===== config.mk =====
export PLATFORM = sky130hd
export DESIGN_NAME = rom_sub
export DESIGN_NICKNAME = d
export VERILOG_FILES = /design/src/logic/sdram_pkg.sv /design/src/logic/rom_map_pkg.sv /design/src/logic/rom_slot.sv /design/src/logic/slot_arbiter.sv /design/src/logic/rom_dwnld.sv /design/src/logic/rom_sub.sv
export SDC_FILE = /design/constraint.sdc
export NUM_CORES = 1
export LEC_CHECK = 0
export ABC_CLOCK_PERIOD_IN_PS = 4260
export BUFFER_PORTS_ARGS = -buffer_cell sky130_fd_sc_hd__buf_2
export CORE_MARGIN = 2
export CORE_UTILIZATION = 52
export DETAILED_ROUTE_END_ITERATION = 10
export PLACE_DENSITY_LB_ADDON = 0.05
export SYNTH_ARGS = -nofsm -noshare
export SYNTH_HDL_FRONTEND = slang
export SYNTH_HIERARCHICAL = 1
export SYNTH_SLANG_ARGS = --single-unit

===== constraint.sdc =====
create_clock -name clk -period 4.26 [get_ports clk]
set_input_delay 0.639 -clock clk [delete_from_list [all_inputs] [get_ports clk]]
set_output_delay 0.639 -clock clk [all_outputs]
set_load 0.01 [all_outputs]

===== src/logic/sdram_pkg.sv =====
// ######################################
// SDRAM bus definitions
// Port widths shared by the ROM readers and the download path
// ######################################

package sdram_pkg;

    // Word address into the 16-bit wide SDRAM
    parameter int SDRAM_AW = 22;

    // Read burst with the addressed word low and the next word high
    parameter int SDRAM_DW = 32;

    // Download port
    parameter int PROG_DW  = 8;     // One byte per ioctl_wr
    parameter int IOCTL_AW = 25;    // Byte address

endpackage


===== src/logic/rom_map_pkg.sv =====
// ######################################
// ROM memory map
// Region offsets and client address widths in SDRAM
// ######################################

package rom_map_pkg;

    // Region offsets in SDRAM words
    parameter logic [sdram_pkg::SDRAM_AW-1:0] CPU_OFFSET  = 22'h00_0000;
    parameter logic [sdram_pkg::SDRAM_AW-1:0] CHAR_OFFSET = 22'h02_0000;
    parameter logic [sdram_pkg::SDRAM_AW-1:0] MAP_OFFSET  = 22'h04_4000;

    // Object tiles sit between char and map and are interleaved on load
    parameter logic [sdram_pkg::SDRAM_AW-1:0] OBJ_START   = 22'h02_4000;
    parameter logic [sdram_pkg::SDRAM_AW-1:0] OBJ_END     = 22'h04_3FFF;

    // Client address widths
    parameter int CHAR_AW = 14;     // Words
    parameter int MAP_AW  = 14;     // Words
    parameter int CPU_AW  = 18;     // Bytes

    // Char, map and main CPU
    parameter int NSLOT = 3;

endpackage


===== src/logic/rom_slot.sv =====
// ######################################
// ROM client slot
// One 32-bit line cache in front of the shared SDRAM read port
// ######################################

module rom_slot #(
    parameter int  AW        = 14,
    parameter type payload_t = logic [15:0]
) (
    input  logic                           clk,
    input  logic                           reset,
    input  logic                           downloading,
    input  logic                           cs,
    input  logic [AW-1:0]                  addr,
    output payload_t                       data,
    output logic                           ok,
    output logic                           req,
    output logic [sdram_pkg::SDRAM_AW-1:0] req_addr,
    input  logic                           grant_done,
    input  logic [sdram_pkg::SDRAM_DW-1:0] fill_data
);

    localparam int SAW       = sdram_pkg::SDRAM_AW;
    localparam int HW        = sdram_pkg::SDRAM_DW / 2;
    localparam bit BYTE_MODE = ($bits(payload_t) == 8);

    logic [sdram_pkg::SDRAM_DW-1:0] line;
    logic [sdram_pkg::SDRAM_DW-1:0] src_line;
    logic [SAW-1:0]                 tag;
    logic [SAW-1:0]                 src_tag;
    logic [SAW-1:0]                 src_next;
    logic [SAW-1:0]                 word_addr;
    logic                           valid;
    logic                           src_valid;
    logic                           src_hit;
    logic                           upper;
    logic [HW-1:0]                  half_word;
    logic [HW-1:0]                  rd_word;

    // Byte clients drop the byte select bit
    assign word_addr = BYTE_MODE ? SAW'(addr >> 1) : SAW'(addr);

    // A line arriving now is usable in the same cycle
    assign src_line  = grant_done ? fill_data : line;
    assign src_tag   = grant_done ? req_addr  : tag;
    assign src_valid = grant_done | valid;
    assign src_next  = src_tag + 1'b1;
    assign src_hit   = src_valid && (word_addr == src_tag || word_addr == src_next);

    assign upper     = word_addr != src_tag;   // Second word of the line
    assign half_word = upper ? src_line[2*HW-1:HW] : src_line[HW-1:0];

    // Even byte sits in the low half of the word
    assign rd_word = BYTE_MODE ? {8'h00, addr[0] ? half_word[15:8] : half_word[7:0]}
                               : half_word;

    always_ff @(posedge clk) begin
        if (reset) begin
            valid <= 1'b0;
            ok    <= 1'b0;
            req   <= 1'b0;
        end else begin
            if (grant_done) begin
                valid <= ~downloading;
                req   <= 1'b0;
            end
            if (downloading)
                valid <= 1'b0;      // SDRAM contents are changing
            ok <= cs & src_hit & ~downloading;
            // New miss, or a fill that no longer matches addr
            if (cs && !src_hit && !downloading && (!req || grant_done)) begin
                req <= 1'b1;
            end
        end
    end

    always_ff @(posedge clk) begin
        if (grant_done) begin
            line <= fill_data;
            tag  <= req_addr;
        end
        if (cs && !src_hit && !downloading && (!req || grant_done))
            req_addr <= word_addr;
        if (src_hit)
            data <= payload_t'(rd_word);
    end

endmodule


===== src/logic/slot_arbiter.sv =====
// ######################################
// Slot arbiter
// Round-robin access to the SDRAM read port with region offsets
// ######################################

module slot_arbiter #(
    parameter int NSLOT = 3,
    parameter logic [NSLOT-1:0][sdram_pkg::SDRAM_AW-1:0] OFFSETS = '0
) (
    input  logic                                      clk,
    input  logic                                      reset,
    input  logic                                      downloading,
    input  logic [NSLOT-1:0]                          req,
    input  logic [NSLOT-1:0][sdram_pkg::SDRAM_AW-1:0] req_addr,
    output logic [NSLOT-1:0]                          grant_done,
    output logic [sdram_pkg::SDRAM_DW-1:0]            fill_data,
    output logic                                      sdram_req,
    output logic [sdram_pkg::SDRAM_AW-1:0]            sdram_addr,
    input  logic                                      sdram_ack,
    input  logic                                      data_rdy,
    input  logic [sdram_pkg::SDRAM_DW-1:0]            data_read
);

    localparam int PW = (NSLOT > 1) ? $clog2(NSLOT) : 1;

    typedef enum logic [1:0] {
        ST_IDLE,
        ST_ACK,     // sdram_req held until accepted
        ST_DATA     // Waiting for data_rdy
    } state_t;

    state_t        state;
    logic [PW-1:0] last;    // Slot granted last and the one being served
    logic [PW-1:0] pick;
    logic          found;

    // Search starts right after the last granted slot
    always_comb begin
        int cand;
        found = 1'b0;
        pick  = last;
        for (int i = 1; i <= NSLOT; i++) begin
            cand = int'(last) + i;
            if (cand >= NSLOT)
                cand = cand - NSLOT;
            if (!found && req[cand]) begin
                found = 1'b1;
                pick  = PW'(cand);
            end
        end
    end

    // Data goes to every slot but only the served one sees its strobe
    always_comb begin
        grant_done = '0;
        if (state == ST_DATA && data_rdy)
            grant_done[last] = 1'b1;
    end

    assign fill_data = data_read;

    always_ff @(posedge clk) begin
        if (reset) begin
            state     <= ST_IDLE;
            sdram_req <= 1'b0;
            last      <= PW'(NSLOT - 1);   // Slot 0 goes first
        end else begin
            case (state)
                ST_IDLE: begin
                    if (found && !downloading) begin
                        sdram_req <= 1'b1;
                        last      <= pick;
                        state     <= ST_ACK;
                    end
                end
                ST_ACK: begin
                    if (downloading) begin
                        // Withdraw while the slot keeps its request
                        sdram_req <= 1'b0;
                        state     <= ST_IDLE;
                    end else if (sdram_ack) begin
                        sdram_req <= 1'b0;
                        state     <= ST_DATA;
                    end
                end
                ST_DATA: begin
                    if (data_rdy)
                        state <= ST_IDLE;
                end
                default: state <= ST_IDLE;
            endcase
        end
    end

    always_ff @(posedge clk) begin
        if (state == ST_IDLE && found && !downloading)
            sdram_addr <= req_addr[pick] + OFFSETS[pick];
    end

endmodule


===== src/logic/rom_dwnld.sv =====
// ######################################
// ROM download formatter
// Byte writes to masked SDRAM words with object tiles interleaved
// ######################################

module rom_dwnld #(
    parameter logic [sdram_pkg::SDRAM_AW-1:0] OBJ_START = '0,
    parameter logic [sdram_pkg::SDRAM_AW-1:0] OBJ_END   = '0
) (
    input  logic                            clk,
    input  logic                            reset,
    input  logic [sdram_pkg::IOCTL_AW-1:0]  ioctl_addr,
    input  logic [sdram_pkg::PROG_DW-1:0]   ioctl_data,
    input  logic                            ioctl_wr,
    input  logic                            sdram_ack,
    output logic [sdram_pkg::SDRAM_AW-1:0]  prog_addr,
    output logic [2*sdram_pkg::PROG_DW-1:0] prog_data,
    output logic [1:0]                      prog_mask,
    output logic                            prog_we
);

    localparam int SAW = sdram_pkg::SDRAM_AW;

    logic [SAW-1:0] word;
    logic [SAW-1:0] word_ilv;
    logic           in_obj;

    assign word   = SAW'(ioctl_addr >> 1);
    assign in_obj = (word >= OBJ_START) && (word <= OBJ_END);

    // Board layout of the object ROMs
    assign word_ilv = {word[SAW-1:6], word[4:1], word[5], word[0]};

    always_ff @(posedge clk) begin
        if (reset) begin
            prog_we <= 1'b0;
        end else if (prog_we && sdram_ack) begin
            prog_we <= 1'b0;
        end else if (ioctl_wr) begin
            prog_we <= 1'b1;
        end
    end

    always_ff @(posedge clk) begin
        if (ioctl_wr) begin
            prog_addr <= in_obj ? word_ilv : word;
            prog_data <= {ioctl_data, ioctl_data};          // Mask picks the half
            prog_mask <= ioctl_addr[0] ? 2'b10 : 2'b01;     // Even byte is low
        end
    end

endmodule


===== src/logic/rom_sub.sv =====
// ######################################
// ROM subsystem top level
// Three client slots sharing one SDRAM, plus the download path
// ######################################

module rom_sub #(
    parameter logic [sdram_pkg::SDRAM_AW-1:0] CHAR_OFFSET = rom_map_pkg::CHAR_OFFSET,
    parameter logic [sdram_pkg::SDRAM_AW-1:0] MAP_OFFSET  = rom_map_pkg::MAP_OFFSET,
    parameter logic [sdram_pkg::SDRAM_AW-1:0] CPU_OFFSET  = rom_map_pkg::CPU_OFFSET,
    parameter logic [sdram_pkg::SDRAM_AW-1:0] OBJ_START   = rom_map_pkg::OBJ_START,
    parameter logic [sdram_pkg::SDRAM_AW-1:0] OBJ_END     = rom_map_pkg::OBJ_END,
    parameter int CHAR_AW = rom_map_pkg::CHAR_AW,
    parameter int MAP_AW  = rom_map_pkg::MAP_AW,
    parameter int CPU_AW  = rom_map_pkg::CPU_AW
) (
    input  logic                            clk,
    input  logic                            reset,
    input  logic                            downloading,
    // Char tiles
    input  logic                            char_cs,
    input  logic [CHAR_AW-1:0]              char_addr,
    output logic [15:0]                     char_data,
    output logic                            char_ok,
    // Scroll map
    input  logic                            map_cs,
    input  logic [MAP_AW-1:0]               map_addr,
    output logic [15:0]                     map_data,
    output logic                            map_ok,
    // Main CPU
    input  logic                            cpu_cs,
    input  logic [CPU_AW-1:0]               cpu_addr,
    output logic [7:0]                      cpu_data,
    output logic                            cpu_ok,
    // SDRAM
    output logic                            sdram_req,
    output logic [sdram_pkg::SDRAM_AW-1:0]  sdram_addr,
    input  logic                            sdram_ack,
    input  logic                            data_rdy,
    input  logic [sdram_pkg::SDRAM_DW-1:0]  data_read,
    // ROM load
    input  logic [sdram_pkg::IOCTL_AW-1:0]  ioctl_addr,
    input  logic [sdram_pkg::PROG_DW-1:0]   ioctl_data,
    input  logic                            ioctl_wr,
    output logic [sdram_pkg::SDRAM_AW-1:0]  prog_addr,
    output logic [2*sdram_pkg::PROG_DW-1:0] prog_data,
    output logic [1:0]                      prog_mask,
    output logic                            prog_we
);

    localparam int NSLOT = rom_map_pkg::NSLOT;

    logic [NSLOT-1:0]                          slot_req;
    logic [NSLOT-1:0][sdram_pkg::SDRAM_AW-1:0] slot_addr;
    logic [NSLOT-1:0]                          slot_done;
    logic [sdram_pkg::SDRAM_DW-1:0]            fill_data;

    rom_slot #(
        .AW        ( CHAR_AW        ),
        .payload_t ( logic [15:0]   )
    ) u_char_slot (
        .clk         ( clk          ),
        .reset       ( reset        ),
        .downloading ( downloading  ),
        .cs          ( char_cs      ),
        .addr        ( char_addr    ),
        .data        ( char_data    ),
        .ok          ( char_ok      ),
        .req         ( slot_req[0]  ),
        .req_addr    ( slot_addr[0] ),
        .grant_done  ( slot_done[0] ),
        .fill_data   ( fill_data    )
    );

    rom_slot #(
        .AW        ( MAP_AW         ),
        .payload_t ( logic [15:0]   )
    ) u_map_slot (
        .clk         ( clk          ),
        .reset       ( reset        ),
        .downloading ( downloading  ),
        .cs          ( map_cs       ),
        .addr        ( map_addr     ),
        .data        ( map_data     ),
        .ok          ( map_ok       ),
        .req         ( slot_req[1]  ),
        .req_addr    ( slot_addr[1] ),
        .grant_done  ( slot_done[1] ),
        .fill_data   ( fill_data    )
    );

    rom_slot #(
        .AW        ( CPU_AW         ),
        .payload_t ( logic [7:0]    )
    ) u_cpu_slot (
        .clk         ( clk          ),
        .reset       ( reset        ),
        .downloading ( downloading  ),
        .cs          ( cpu_cs       ),
        .addr        ( cpu_addr     ),
        .data        ( cpu_data     ),
        .ok          ( cpu_ok       ),
        .req         ( slot_req[2]  ),
        .req_addr    ( slot_addr[2] ),
        .grant_done  ( slot_done[2] ),
        .fill_data   ( fill_data    )
    );

    // Slot order is char, map, cpu
    slot_arbiter #(
        .NSLOT   ( NSLOT                                  ),
        .OFFSETS ( {CPU_OFFSET, MAP_OFFSET, CHAR_OFFSET}  )
    ) u_arbiter (
        .clk         ( clk          ),
        .reset       ( reset        ),
        .downloading ( downloading  ),
        .req         ( slot_req     ),
        .req_addr    ( slot_addr    ),
        .grant_done  ( slot_done    ),
        .fill_data   ( fill_data    ),
        .sdram_req   ( sdram_req    ),
        .sdram_addr  ( sdram_addr   ),
        .sdram_ack   ( sdram_ack    ),
        .data_rdy    ( data_rdy     ),
        .data_read   ( data_read    )
    );

    rom_dwnld #(
        .OBJ_START ( OBJ_START ),
        .OBJ_END   ( OBJ_END   )
    ) u_dwnld (
        .clk        ( clk        ),
        .reset      ( reset      ),
        .ioctl_addr ( ioctl_addr ),
        .ioctl_data ( ioctl_data ),
        .ioctl_wr   ( ioctl_wr   ),
        .sdram_ack  ( sdram_ack  ),
        .prog_addr  ( prog_addr  ),
        .prog_data  ( prog_data  ),
        .prog_mask  ( prog_mask  ),
        .prog_we    ( prog_we    )
    );

endmodule


Word-level counts from Yosys, hierarchy flattened

Index checks and enable logic that the tools add are counted.

Mux-type cells: 52
Add/subtract/negate cells: 10
Reductions and logical operators: 46
Bitwise operators: 10
Equality and inequality tests: 14
Divide/modulo/power cells: 0
Magnitude comparators: 11
Multipliers: 0
Shift operators: 0

Operators by type and width:

| cell                                                   | count |
|---|---|
| two-way mux 32 bit                                     | 6 |
| two-way mux 22 bit                                     | 5 |
| >= comparator 32 x 3 -> 1 bit (second input constant)  | 3 |
| < comparator 32 x 4 -> 1 bit (second input constant)   | 3 |
| subtractor 32 x 3 -> 32 bit (second input constant)    | 3 |
| binary-select mux 22 bit (select 2 bit)                | 2 |
| == test 14 x 22 -> 1 bit                               | 4 |
| adder 22 x 1 -> 22 bit (second input constant)         | 3 |
| two-way mux 16 bit                                     | 3 |
| == test 17 x 22 -> 1 bit                               | 2 |
| != test 14 x 22 -> 1 bit                               | 2 |
| adder 22 bit                                           | 1 |
| >= comparator 22 x 18 -> 1 bit (second input constant) | 1 |
| <= comparator 22 x 19 -> 1 bit (second input constant) | 1 |
| != test 17 x 22 -> 1 bit                               | 1 |
| logical AND 1 bit                                      | 21 |
| two-way mux 1 bit                                      | 19 |
| two-way mux 2 bit                                      | 8 |
| logical NOT 1 bit                                      | 9 |
| two-way mux 8 bit                                      | 1 |
| nonzero test 2 bit                                     | 4 |
| adder 2 x 2 -> 3 bit (second input constant)           | 2 |
| bitwise AND 1 bit                                      | 6 |
| binary-select mux 1 bit (select 2 bit)                 | 3 |
| other kinds (20)                                       | 30 |

ROM bits: 0
Input bits: 120
Word-level logic and storage cells: 172
Memory bits (writable): 0
Memories: 0
Register bits: 324
Bits in latches: 0

Depth between registers and ports, before layout

Gate-level depths: netlist (run 1).

Word-level depth: 16
Mapped depth: 15

Hierarchy

Netlist (run 1), hierarchy kept.

Modules (own cells, without submodules):

| module                      | times used | seq. area each (um^2) | area each (um^2) | cells an instance |
|---|---|---|---|---|
| rom_slot at u_char_slot ... | 2          | 2,042.0               | 4,077.7          | 330 |
| rom_slot at u_cpu_slot      | 1          | 1,891.8               | 3,768.6          | 299 |
| slot_arbiter                | 1          | 760.7                 | 2,214.6          | 227 |
| rom_dwnld                   | 1          | 980.9                 | 1,287.5          | 75 |

Worst setup path before layout (run 1)

OpenSTA, ideal clock, no wires.

Path kind: input port to flip-flop
Start point: input data_rdy
End point: register u_char_slot/data[0] (netlist name) (enable)
Arrival time: 3,688 ps
Library setup time: 394 ps
Path slack: 178 ps
Required time: 3,866 ps
Cell stages on the path: 14
Buffers on the path: 2
Path through: and3b_1 -> and2_1 -> buf_6 -> buf_6 -> mux2i_1 -> inv_1 -> ha_1 -> and4b_1 -> a41oi_1 -> nor4_1 -> nor4b_2 -> o211a_1 -> nand4_2 -> a21oi_1

Longest elaborated chain between the ends: 7
Elaborated cells on any way between the ends: 9
Classes of those cells: add/sub: 1; eq/ne: 2; mux: 2; bitwise: 1; reduce/logical: 3

RTL lines:

| element                    | RTL line           | text |
|---|---|---|
| start, declared            | rom_sub.sv:38      | `input logic data_rdy,` |
| logical AND 1 bit *        | slot_arbiter.sv:56 | `if (state == ST_DATA && data_rdy)` |
| two-way mux 3 bit *        | slot_arbiter.sv:56 |  |
| net slot_done[0]           | rom_sub.sv:54      | `logic [NSLOT-1:0] slot_done;` |
| two-way mux 22 bit *       | rom_slot.sv:45     | `assign src_tag = grant_done ? req_addr : tag;` |
| net u_char_slot.src_tag[0] | rom_slot.sv:30     | `logic [SAW-1:0] src_tag;` |
| adder 22 x 1 -> 22 bit     | rom_slot.sv:47     | `assign src_next = src_tag + 1'b1;` |
| == test 14 x 22 -> 1 bit   | rom_slot.sv:48     | `assign src_hit = src_valid && (word_addr == src_tag \|\| word_addr == src_next);` |
| logical OR 1 bit *         | rom_slot.sv:48     |  |
| logical AND 1 bit *        | rom_slot.sv:48     |  |
| net u_char_slot.src_hit    | rom_slot.sv:35     | `logic src_hit;` |
| end signal, assigned       | rom_slot.sv:85     | `data <= payload_t'(rd_word);` |
| end, declared              | rom_slot.sv:15     | `output payload_t data,` |

The timed path passes the listed nets; every way through them passes the cells marked *.
A chain may end at the register's enable or synchronous reset.

Final worst setup path (run 1)

Start point: register u_arbiter.last[0]
End point: register u_cpu_slot/req_addr[10] (netlist name) (enable)

Longest elaborated chain between the ends: 14
Elaborated cells on any way between the ends: 18
Classes of those cells: add/sub: 1; order compare: 2; eq/ne: 2; mux: 4; bitwise: 1; reduce/logical: 8

RTL lines:

| element                                                                                                  | RTL line           | text |
|---|---|---|
| start, declared                                                                                          | slot_arbiter.sv:33 | `logic [PW-1:0] last;` |
| start signal, assigned                                                                                   | slot_arbiter.sv:66 | `last <= PW'(NSLOT - 1);` |
| start signal, assigned                                                                                   | slot_arbiter.sv:72 | `last <= pick;` |
| < comparator 2 x 3 -> 1 bit (implied by the code) / >= comparator 2 x 1 -> 1 bit (equally long branches) | slot_arbiter.sv:57 | `grant_done[last] = 1'b1;` |
| logical AND 1 bit (implied by the code)                                                                  | slot_arbiter.sv:57 |  |
| two-way mux 1 bit (implied by the code)                                                                  | slot_arbiter.sv:57 |  |
| demux 1 bit (select 2 bit) *                                                                             | -                  |  |
| two-way mux 3 bit *                                                                                      | slot_arbiter.sv:56 |  |
| net slot_done[2]                                                                                         | rom_sub.sv:54      |  |
| two-way mux 22 bit                                                                                       | rom_slot.sv:45     |  |
| adder 22 x 1 -> 22 bit                                                                                   | rom_slot.sv:47     |  |
| == test 17 x 22 -> 1 bit                                                                                 | rom_slot.sv:48     |  |
| logical OR 1 bit                                                                                         | rom_slot.sv:48     |  |
| logical AND 1 bit                                                                                        | rom_slot.sv:48     |  |
| logical NOT 1 bit                                                                                        | rom_slot.sv:82     | `if (cs && !src_hit && !downloading && (!req \|\| grant_done))` |
| logical AND 1 bit (2 in a row)                                                                           | rom_slot.sv:82     |  |
| logical AND 1 bit *                                                                                      | rom_slot.sv:82     |  |
| end signal, assigned                                                                                     | rom_slot.sv:83     | `req_addr <= word_addr;` |
| end, declared                                                                                            | rom_slot.sv:18     | `output logic [sdram_pkg::SDRAM_AW-1:0] req_addr,` |

Marks and branches as above.

==> results of run 1 <==
[synth_stat cells, types with 9 or more instances]
master    number
xnor2_1       47
clkbuf_1       9
inv_1         42
nor2_1        35
mux2i_1       51
a31oi_1       17
dfxtp_1      177
buf_4         63
a21oi_1       21
nand4_1       25
nor4_1        15
ha_1          13
nor3_1        19
edfxtp_1     139
mux2_4        19
a22oi_1        9
nand3_1       31
buf_1          9
nor2b_1       17
nand2b_1      10
xor2_1        30
o21ai_0       33
mux2_2       132
nand3b_1      17
or3_1         10
nand2_1       65
[worst max-delay path, delay by kind of cell (launching register included)]
| family | cells | cell delay [ns] |
|---|---|---|
| fa+ha+maj | 1 | 0.28 |
| flops | 1 | 0.32 |
| simple gates | 4 | 0.84 |
| compound gates | 5 | 1.51 |
| buf+inv | 3 | 0.69 |
[power by group through the flow]
| stage | combinational (uW) | sequential (uW) | clock [uW] |
|---|---|---|---|
| after floorplan | 1530 | 3950 | 0 |
| after global placement | 2050 | 3910 | 0 |
| after detailed placement | 2080 | 3920 | 0 |
| after CTS | 2090 | 3860 | 2980 |
| after global routing | 2320 | 3900 | 3080 |
| final | 2110 | 3860 | 2890 |
[layout make-up]
class | instances | area [sq um] | share of cell area
sequential | 316 | 7720 | 0.437
multi-input combinational | 815 | 6840 | 0.387
timing repair buffer | 247 | 1340 | 0.0761
clock buffer | 52 | 990 | 0.0560
tap | 390 | 488 | 0.0276
inverter | 44 | 165 | 0.00935
clock inverter | 12 | 116 | 0.00659
antenna | 1 | 2.50 | 0.000142
[logic make-up after synthesis]
kind of cell,Yosys count,share of synthesized area
buffers and inverters,148,0.0620
muxes,215,0.167
other,3,0.000730
adders and majority gates,13,0.0105
AOI/OAI and AO/OA,172,0.0877
and+or+nand+nor,316,0.127
DFF,316,0.500
xor gates and xnor gates,78,0.0448
[per-stage QoR]
step | hold slack, ns | power (uW) | area, sq um | cells | worst slack (ns)
2_1_floorplan | 0.444 | 5480 | 15500 | 1279 | 0.178
3_3_place_gp | 0.449 | 5960 | 16600 | 1812 | 0.178
3_5_place_dp | 0.458 | 6000 | 16600 | 1812 | 0.142
4_1_cts | 0.270 | 8930 | 17700 | 1876 | 0.353
5_1_grt | 0.277 | 9310 | 17700 | 1876 | 0.0289
6_report | 0.297 | 8860 | 17700 | 1877 | 0.330
[path summary, 6_finish.rpt]
check / start / endpoint / slack, ns / depth (start not counted)
worst max-delay path: u_arbiter/last[0] / u_cpu_slot/req_addr[10] / 0.33 / 13
worst min-delay path: ioctl_data[5] / u_dwnld/prog_data[13] / 0.30 / 1
worst max register to register: u_arbiter/last[0] / u_cpu_slot/req_addr[10] / 0.33 / 13
worst min register to register: u_dwnld/prog_we / u_dwnld/prog_we / 0.46 / 1
[per-layer routing]
metal	vias up	GRT usage	wire length, microns
met3	49	0.0370	1870
met2	276	0.360	16400
met1	4986	0.307	16100
met5	-	0	0
li1	5048	-	-
met4	0	0.0692	923
[flip-flops by register name, indices dropped and copies added, names as in the netlist, 14 cells and up]
signal                flops
u_char_slot/line         32
u_arbiter/sdram_addr     22
u_char_slot/tag          22
u_map_slot/data          16
u_map_slot/req_addr      14
u_map_slot/tag           22
u_cpu_slot/req_addr      17
u_dwnld/prog_addr        22
u_char_slot/req_addr     14
u_cpu_slot/line          32
u_map_slot/line          32
u_cpu_slot/tag           22
u_char_slot/data         16
==> metrics.csv, run 1 <==
stage,metric,value,unit
grt,GRT Total Usage,0.222,
power_and_ir_drop,P_leak,0.00732,uW
power_and_ir_drop,pwr/cell area,501,mW/mm^2
clock_tree,clk buf depth,3,
routing,Pre-antenna DRT Iters,5,
die,Core Rows,63,
sta,final period utilization,0.923,
run,max-cap violations,0,
clock_tree,clock latency on the worst-skew pair,0.53,ns
sta,minimum clock period after layout,3.93,ns
yosys,Mapped Area,0.0154,sq mm
clock_tree,"CTS clk-pin slew, worst paths",0.06,ns
power_and_ir_drop,sw frac,0.288,
setup_path,endpoint class of the critical path,register,
yosys,yosys warns,6,
clock_tree,cts hold-fix bufs,0,
routing,Initial DRC Count,623,
sta,RSZ-0062 raised after global routing,no,
cells_and_area,Fill cells,2494,
setup_path,worst-path fanout max,68,
outcome,status,"complete, no violations",
sta,max-slew violations,0,
grt,initial antenna violation count,1,
routing,routed wire length,35300,microns
routing,vias per cell,5.52,
power_and_ir_drop,sw power,2550,uW
placed_design,Placer Congestion,0.877,
yosys,Synth top area share,0.271,
routing,mean routed wirelength per cell,18.8,microns
yosys,post-synthesis async set-or-reset flop share,0,
power_and_ir_drop,Comb pwr share,0.239,
yosys,Post-Syn Instances,1261,
cells_and_area,Util after Layout,0.601,
clock_tree,clk root buf,clkbuf_16,
sta,slew margin rel.,0.511,
routing,Antenna Nets Post-Route,0,
sta,final hold viol count,0,
power_and_ir_drop,clock share of power,0.326,
yosys,Post-synth EDFFs,139,
yosys,Synth cell types,94,
yosys,Avg Inst Size Synth,12.2,sq um
die,io pins,227,
clock_tree,clk sinks,316,
yosys,"Seq/Total Area, Yosys",0.500,
setup_path,max incr delay on CP,0.40,ns
clock_tree,H-tree Lvls,2,
power_and_ir_drop,Reg power frac,0.436,
clock_tree,CTS tree,built,
cells_and_area,layout cells sized above 1,0.341,
die,Starting Density,0.525,
setup_path,cell chain of the critical path,inv_1 -> ha_1 -> and2_4 -> buf_12 -> nand4_1 -> a221oi_2 -> nand3_1 -> a21oi_1 -> nand2_1 -> a2111oi_2 -> a41oi_1 -> o21a_1 -> buf_4,
setup_path,crit path kind,register to register,
die,die area,0.0311,sq mm
power_and_ir_drop,Pint,6310,uW
setup_path,"slowest stage cell, crit path",a221oi_2,
clock_tree,clock buffer count from CTS,35,
setup_path,CP Launch Type,register,
setup_path,Worst EP arrival,4.18,ns
yosys,Yosys reg bits,316,
sta,final setup TNS,0,ns
yosys,Synth area leader,edfxtp_1,
die,Chip Height,176,microns
grt,first-pass GRT wire length,54200,microns
cells_and_area,Final nets,1592,
yosys,"top cells by area, synth","edfxtp_1 27%, dfxtp_1 23%, mux2_2 9.6%",
routing,DRC,0,
placed_design,Port Buffers,224,
clock_tree,Post-CTS Resized,0,
cells_and_area,"commonest non-fill, non-tap cells in the layout","224 x buf_2, 177 x dfxtp_1, 139 x edfxtp_1, 132 x mux2_2, 65 x nand2_1",
cells_and_area,area delta synth->final,14.5,%
grt,largest net degree at the start of global routing,73,
grt,number of global-route vias before repair,9834,
hold_path,Hold Path Class,input port to register,
sta,fmax,254,MHz
sta,worst-margin pin slew,0.734,ns
routing,DR vias,10400,
setup_path,WP data required,4.51,ns
sta,setup violators final,0,
cells_and_area,"commonest non-fill, non-tap cell in the layout",buf_2,
clock_tree,Post-CTS Repair Setup Buffers,0,
yosys,Main synth FF type,dfxtp_1,
power_and_ir_drop,Max rail drop VDD,0.329,mV
sta,clk_skew,0.0179,ns
placed_design,post-DP HPWL,26100,microns
die,core area,0.0294,sq mm
die,chip width,176,microns
grt,GRT overflow,0,
No activity file was read; power rests on OpenSTA's default activity.
==> inputs of run 2 (changes only) <==
==> constraint.sdc (replaced) <==
create_clock -name clk -period 4.26 [get_ports clk]
set_input_delay 0.852 -clock clk [delete_from_list [all_inputs] [get_ports clk]]
set_output_delay 0.852 -clock clk [all_outputs]
set_load 0.01 [all_outputs]
==> run 2 against run 1 <==
Non-clock buffer count up 6. Flip-flop and latch count unchanged. Routed wire length up 1.0%. Sequential share of layout area down 0.30 points. Sequential power about the same. Setup slack worse by 0.070 ns. Critical path depth up 2. Design area up 0.69%. Core utilization up 0.41 points. Maximum frequency down 1.8%. Total power up 1.2%. Highest routed layer unchanged.
==> metrics.csv, run 2 (synthesis gave the netlist of run 1 again) <==
stage,metric,value,unit,change
sta,worst-margin pin slew,0.719,ns,-0.0143 ns
die,core area,0.0294,sq mm,unchanged
cells_and_area,Final nets,1598,,+0.38%
sta,clk_skew,0.0164,ns,-0.00154 ns
grt,GRT Total Usage,0.227,,+0.00425
clock_tree,CTS tree,built,,
routing,routed wire length,35700,microns,+1.0%
die,Starting Density,0.525,,unchanged
cells_and_area,layout cells sized above 1,0.345,,+0.00332
grt,first-pass GRT wire length,55100,microns,+1.7%
cells_and_area,"commonest non-fill, non-tap cell in the layout",buf_2,,
die,Chip Height,176,microns,unchanged
setup_path,Worst setup startpoint,u_arbiter/last[0],,
clock_tree,"CTS clk-pin slew, worst paths",0.06,ns,about the same
sta,fmax,250,MHz,-1.8%
cells_and_area,"commonest non-fill, non-tap cells in the layout","224 x buf_2, 177 x dfxtp_1, 139 x edfxtp_1, 132 x mux2_2, 65 x nand2_1",,
placed_design,Placer Congestion,0.886,,+1.1%
setup_path,crit path to,u_cpu_slot/data[0],,
clock_tree,clock latency on the worst-skew pair,0.53,ns,about the same
setup_path,r2r startpoint,u_arbiter/last[0],,
power_and_ir_drop,pwr/cell area,504,mW/mm^2,+0.52%
die,Core Rows,63,,unchanged
sta,max-slew violations,0,,unchanged
placed_design,post-DP HPWL,26400,microns,+1.4%
setup_path,Worst EP arrival,4.23,ns,+0.05 ns
setup_path,WP data required,4.49,ns,-0.02 ns
routing,DRC,0,,unchanged
sta,final period utilization,0.939,,+0.0165
die,die area,0.0311,sq mm,unchanged
grt,number of global-route vias before repair,10000,,+1.8%
clock_tree,cts hold-fix bufs,0,,unchanged
clock_tree,clk buf depth,3,,unchanged
grt,initial antenna violation count,0,,-1
clock_tree,Post-CTS Resized,0,,unchanged
outcome,status,"complete, no violations",,
setup_path,worst-path fanout max,8,,-88%
power_and_ir_drop,sw frac,0.287,,-0.000997
routing,mean routed wirelength per cell,18.9,microns,+0.71%
clock_tree,H-tree Lvls,2,,unchanged
sta,setup violators final,0,,unchanged
sta,minimum clock period after layout,4.00,ns,+0.0704 ns
cells_and_area,area delta synth->final,15.3,%,
power_and_ir_drop,Reg power frac,0.431,,-0.005
power_and_ir_drop,clock share of power,0.334,,+0.008
power_and_ir_drop,Max rail drop VDD,0.336,mV,+2.1%
routing,vias per cell,5.49,,-0.60%
clock_tree,clk sinks,316,,unchanged
setup_path,CP Launch Type,register,,
sta,final hold viol count,0,,unchanged
sta,Final WS setup,0.259,ns,-0.0704 ns
run,max-cap violations,0,,unchanged
routing,Initial DRC Count,632,,+1.4%
clock_tree,clk root buf,clkbuf_16,,
placed_design,Port Buffers,224,,unchanged
power_and_ir_drop,sw power,2570,uW,+0.86%
setup_path,endpoint class of the critical path,register,,
cells_and_area,Fill cells,2444,,-2.0%
setup_path,Worst R2R End,u_cpu_slot/data[0],,
setup_path,worst reg-to-reg setup slack,0.26,ns,-0.07 ns
grt,largest net degree at the start of global routing,54,,-26%
sta,RSZ-0062 raised after global routing,no,,
hold_path,Hold Path Class,register to register,,
power_and_ir_drop,P_leak,0.00737,uW,+0.61%
routing,Antenna Nets Post-Route,0,,unchanged
setup_path,crit path kind,register to register,,
clock_tree,Post-CTS Repair Setup Buffers,0,,unchanged
grt,GRT overflow,0,,unchanged
die,chip width,176,microns,unchanged
placed_design,worst slack at placement,0.0705,ns,-0.0718 ns
routing,DR vias,10300,,-0.28%
die,io pins,227,,unchanged
setup_path,R2R depth,15,,+2
power_and_ir_drop,Comb pwr share,0.235,,-0.004
sta,final setup TNS,0,ns,unchanged
sta,slew margin rel.,0.520,,+0.00955
hold_path,Hold Path Cell Cnt,1,,unchanged
cells_and_area,Top Registers,"u_char_slot/line x32, u_cpu_slot/line x32, u_map_slot/line x32",,
clock_tree,clock buffer count from CTS,35,,unchanged
power_and_ir_drop,Pint,6390,uW,+1.4%
routing,Pre-antenna DRT Iters,5,,unchanged
==> run 2: worst min-delay path by stage <==
stage,start,end,slack (ns)
detailed placement,u_char_slot/line[4],u_char_slot/line[4],0.46
finish,u_char_slot/line[4],u_char_slot/line[4],0.47
global route,ioctl_addr[9],u_dwnld/prog_addr[8],0.48
CTS,u_dwnld/prog_we,u_dwnld/prog_we,0.47
floorplan,u_cpu_slot/line[0],u_cpu_slot/line[0],0.44
global placement,u_cpu_slot/line[26],u_cpu_slot/line[26],0.45
==> run 2: critical path: stages (launching register included) <==
cell	delay [ns]
dfxtp_1	0.49
inv_1	0.16
ha_1	0.30
and2_2	0.27
mux2_2	0.28
ha_1	0.23
nand4b_1	0.17
a22oi_1	0.35
and4_1	0.29
and4_1	0.19
a31oi_1	0.05
a2111oi_2	0.23
a41oi_1	0.22
buf_4	0.19
nor2_1	0.09
buf_4	0.19
==> run 2: layout make-up <==
class,instances,area [sq um],area share
sequential,316,7720,0.434
antenna,1,2.50,0.000141
clock inverter,13,161,0.00907
clock buffer,51,997,0.0561
timing repair buffer,253,1410,0.0795
tap,390,488,0.0274
multi-input combinational,815,6840,0.385
inverter,44,165,0.00928
==> run 2: power by group through the flow <==
stage / clock network (uW) / logic [uW] / registers [uW]
2_1_floorplan: 0 / 1530 / 3950
3_3_place_gp: 0 / 2050 / 3920
3_5_place_dp: 0 / 2070 / 3930
4_1_cts: 3070 / 2080 / 3870
5_1_grt: 3190 / 2320 / 3910
6_report: 3000 / 2100 / 3860
==> run 2: per-layer routing <==
layer | global-route usage | share of wire | vias up
met5 | 0 | 0 | -
met4 | 0.0782 | 0.028 | 0
met3 | 0.0364 | 0.048 | 55
li1 | - | - | 5058
met1 | 0.318 | 0.47 | 4955
met2 | 0.358 | 0.46 | 262
==> run 2: stage by stage <==
stage	total power (uW)	utilization	area, sq um	instances	hold slack, ns
3_3_place_gp	5970	0.566	16600	1818	0.451
4_1_cts	9020	0.605	17800	1882	0.469
3_5_place_dp	6000	0.566	16600	1818	0.458
5_1_grt	9420	0.605	17800	1882	0.477
6_report	8970	0.605	17800	1883	0.467
2_1_floorplan	5480	-	15500	1279	0.444
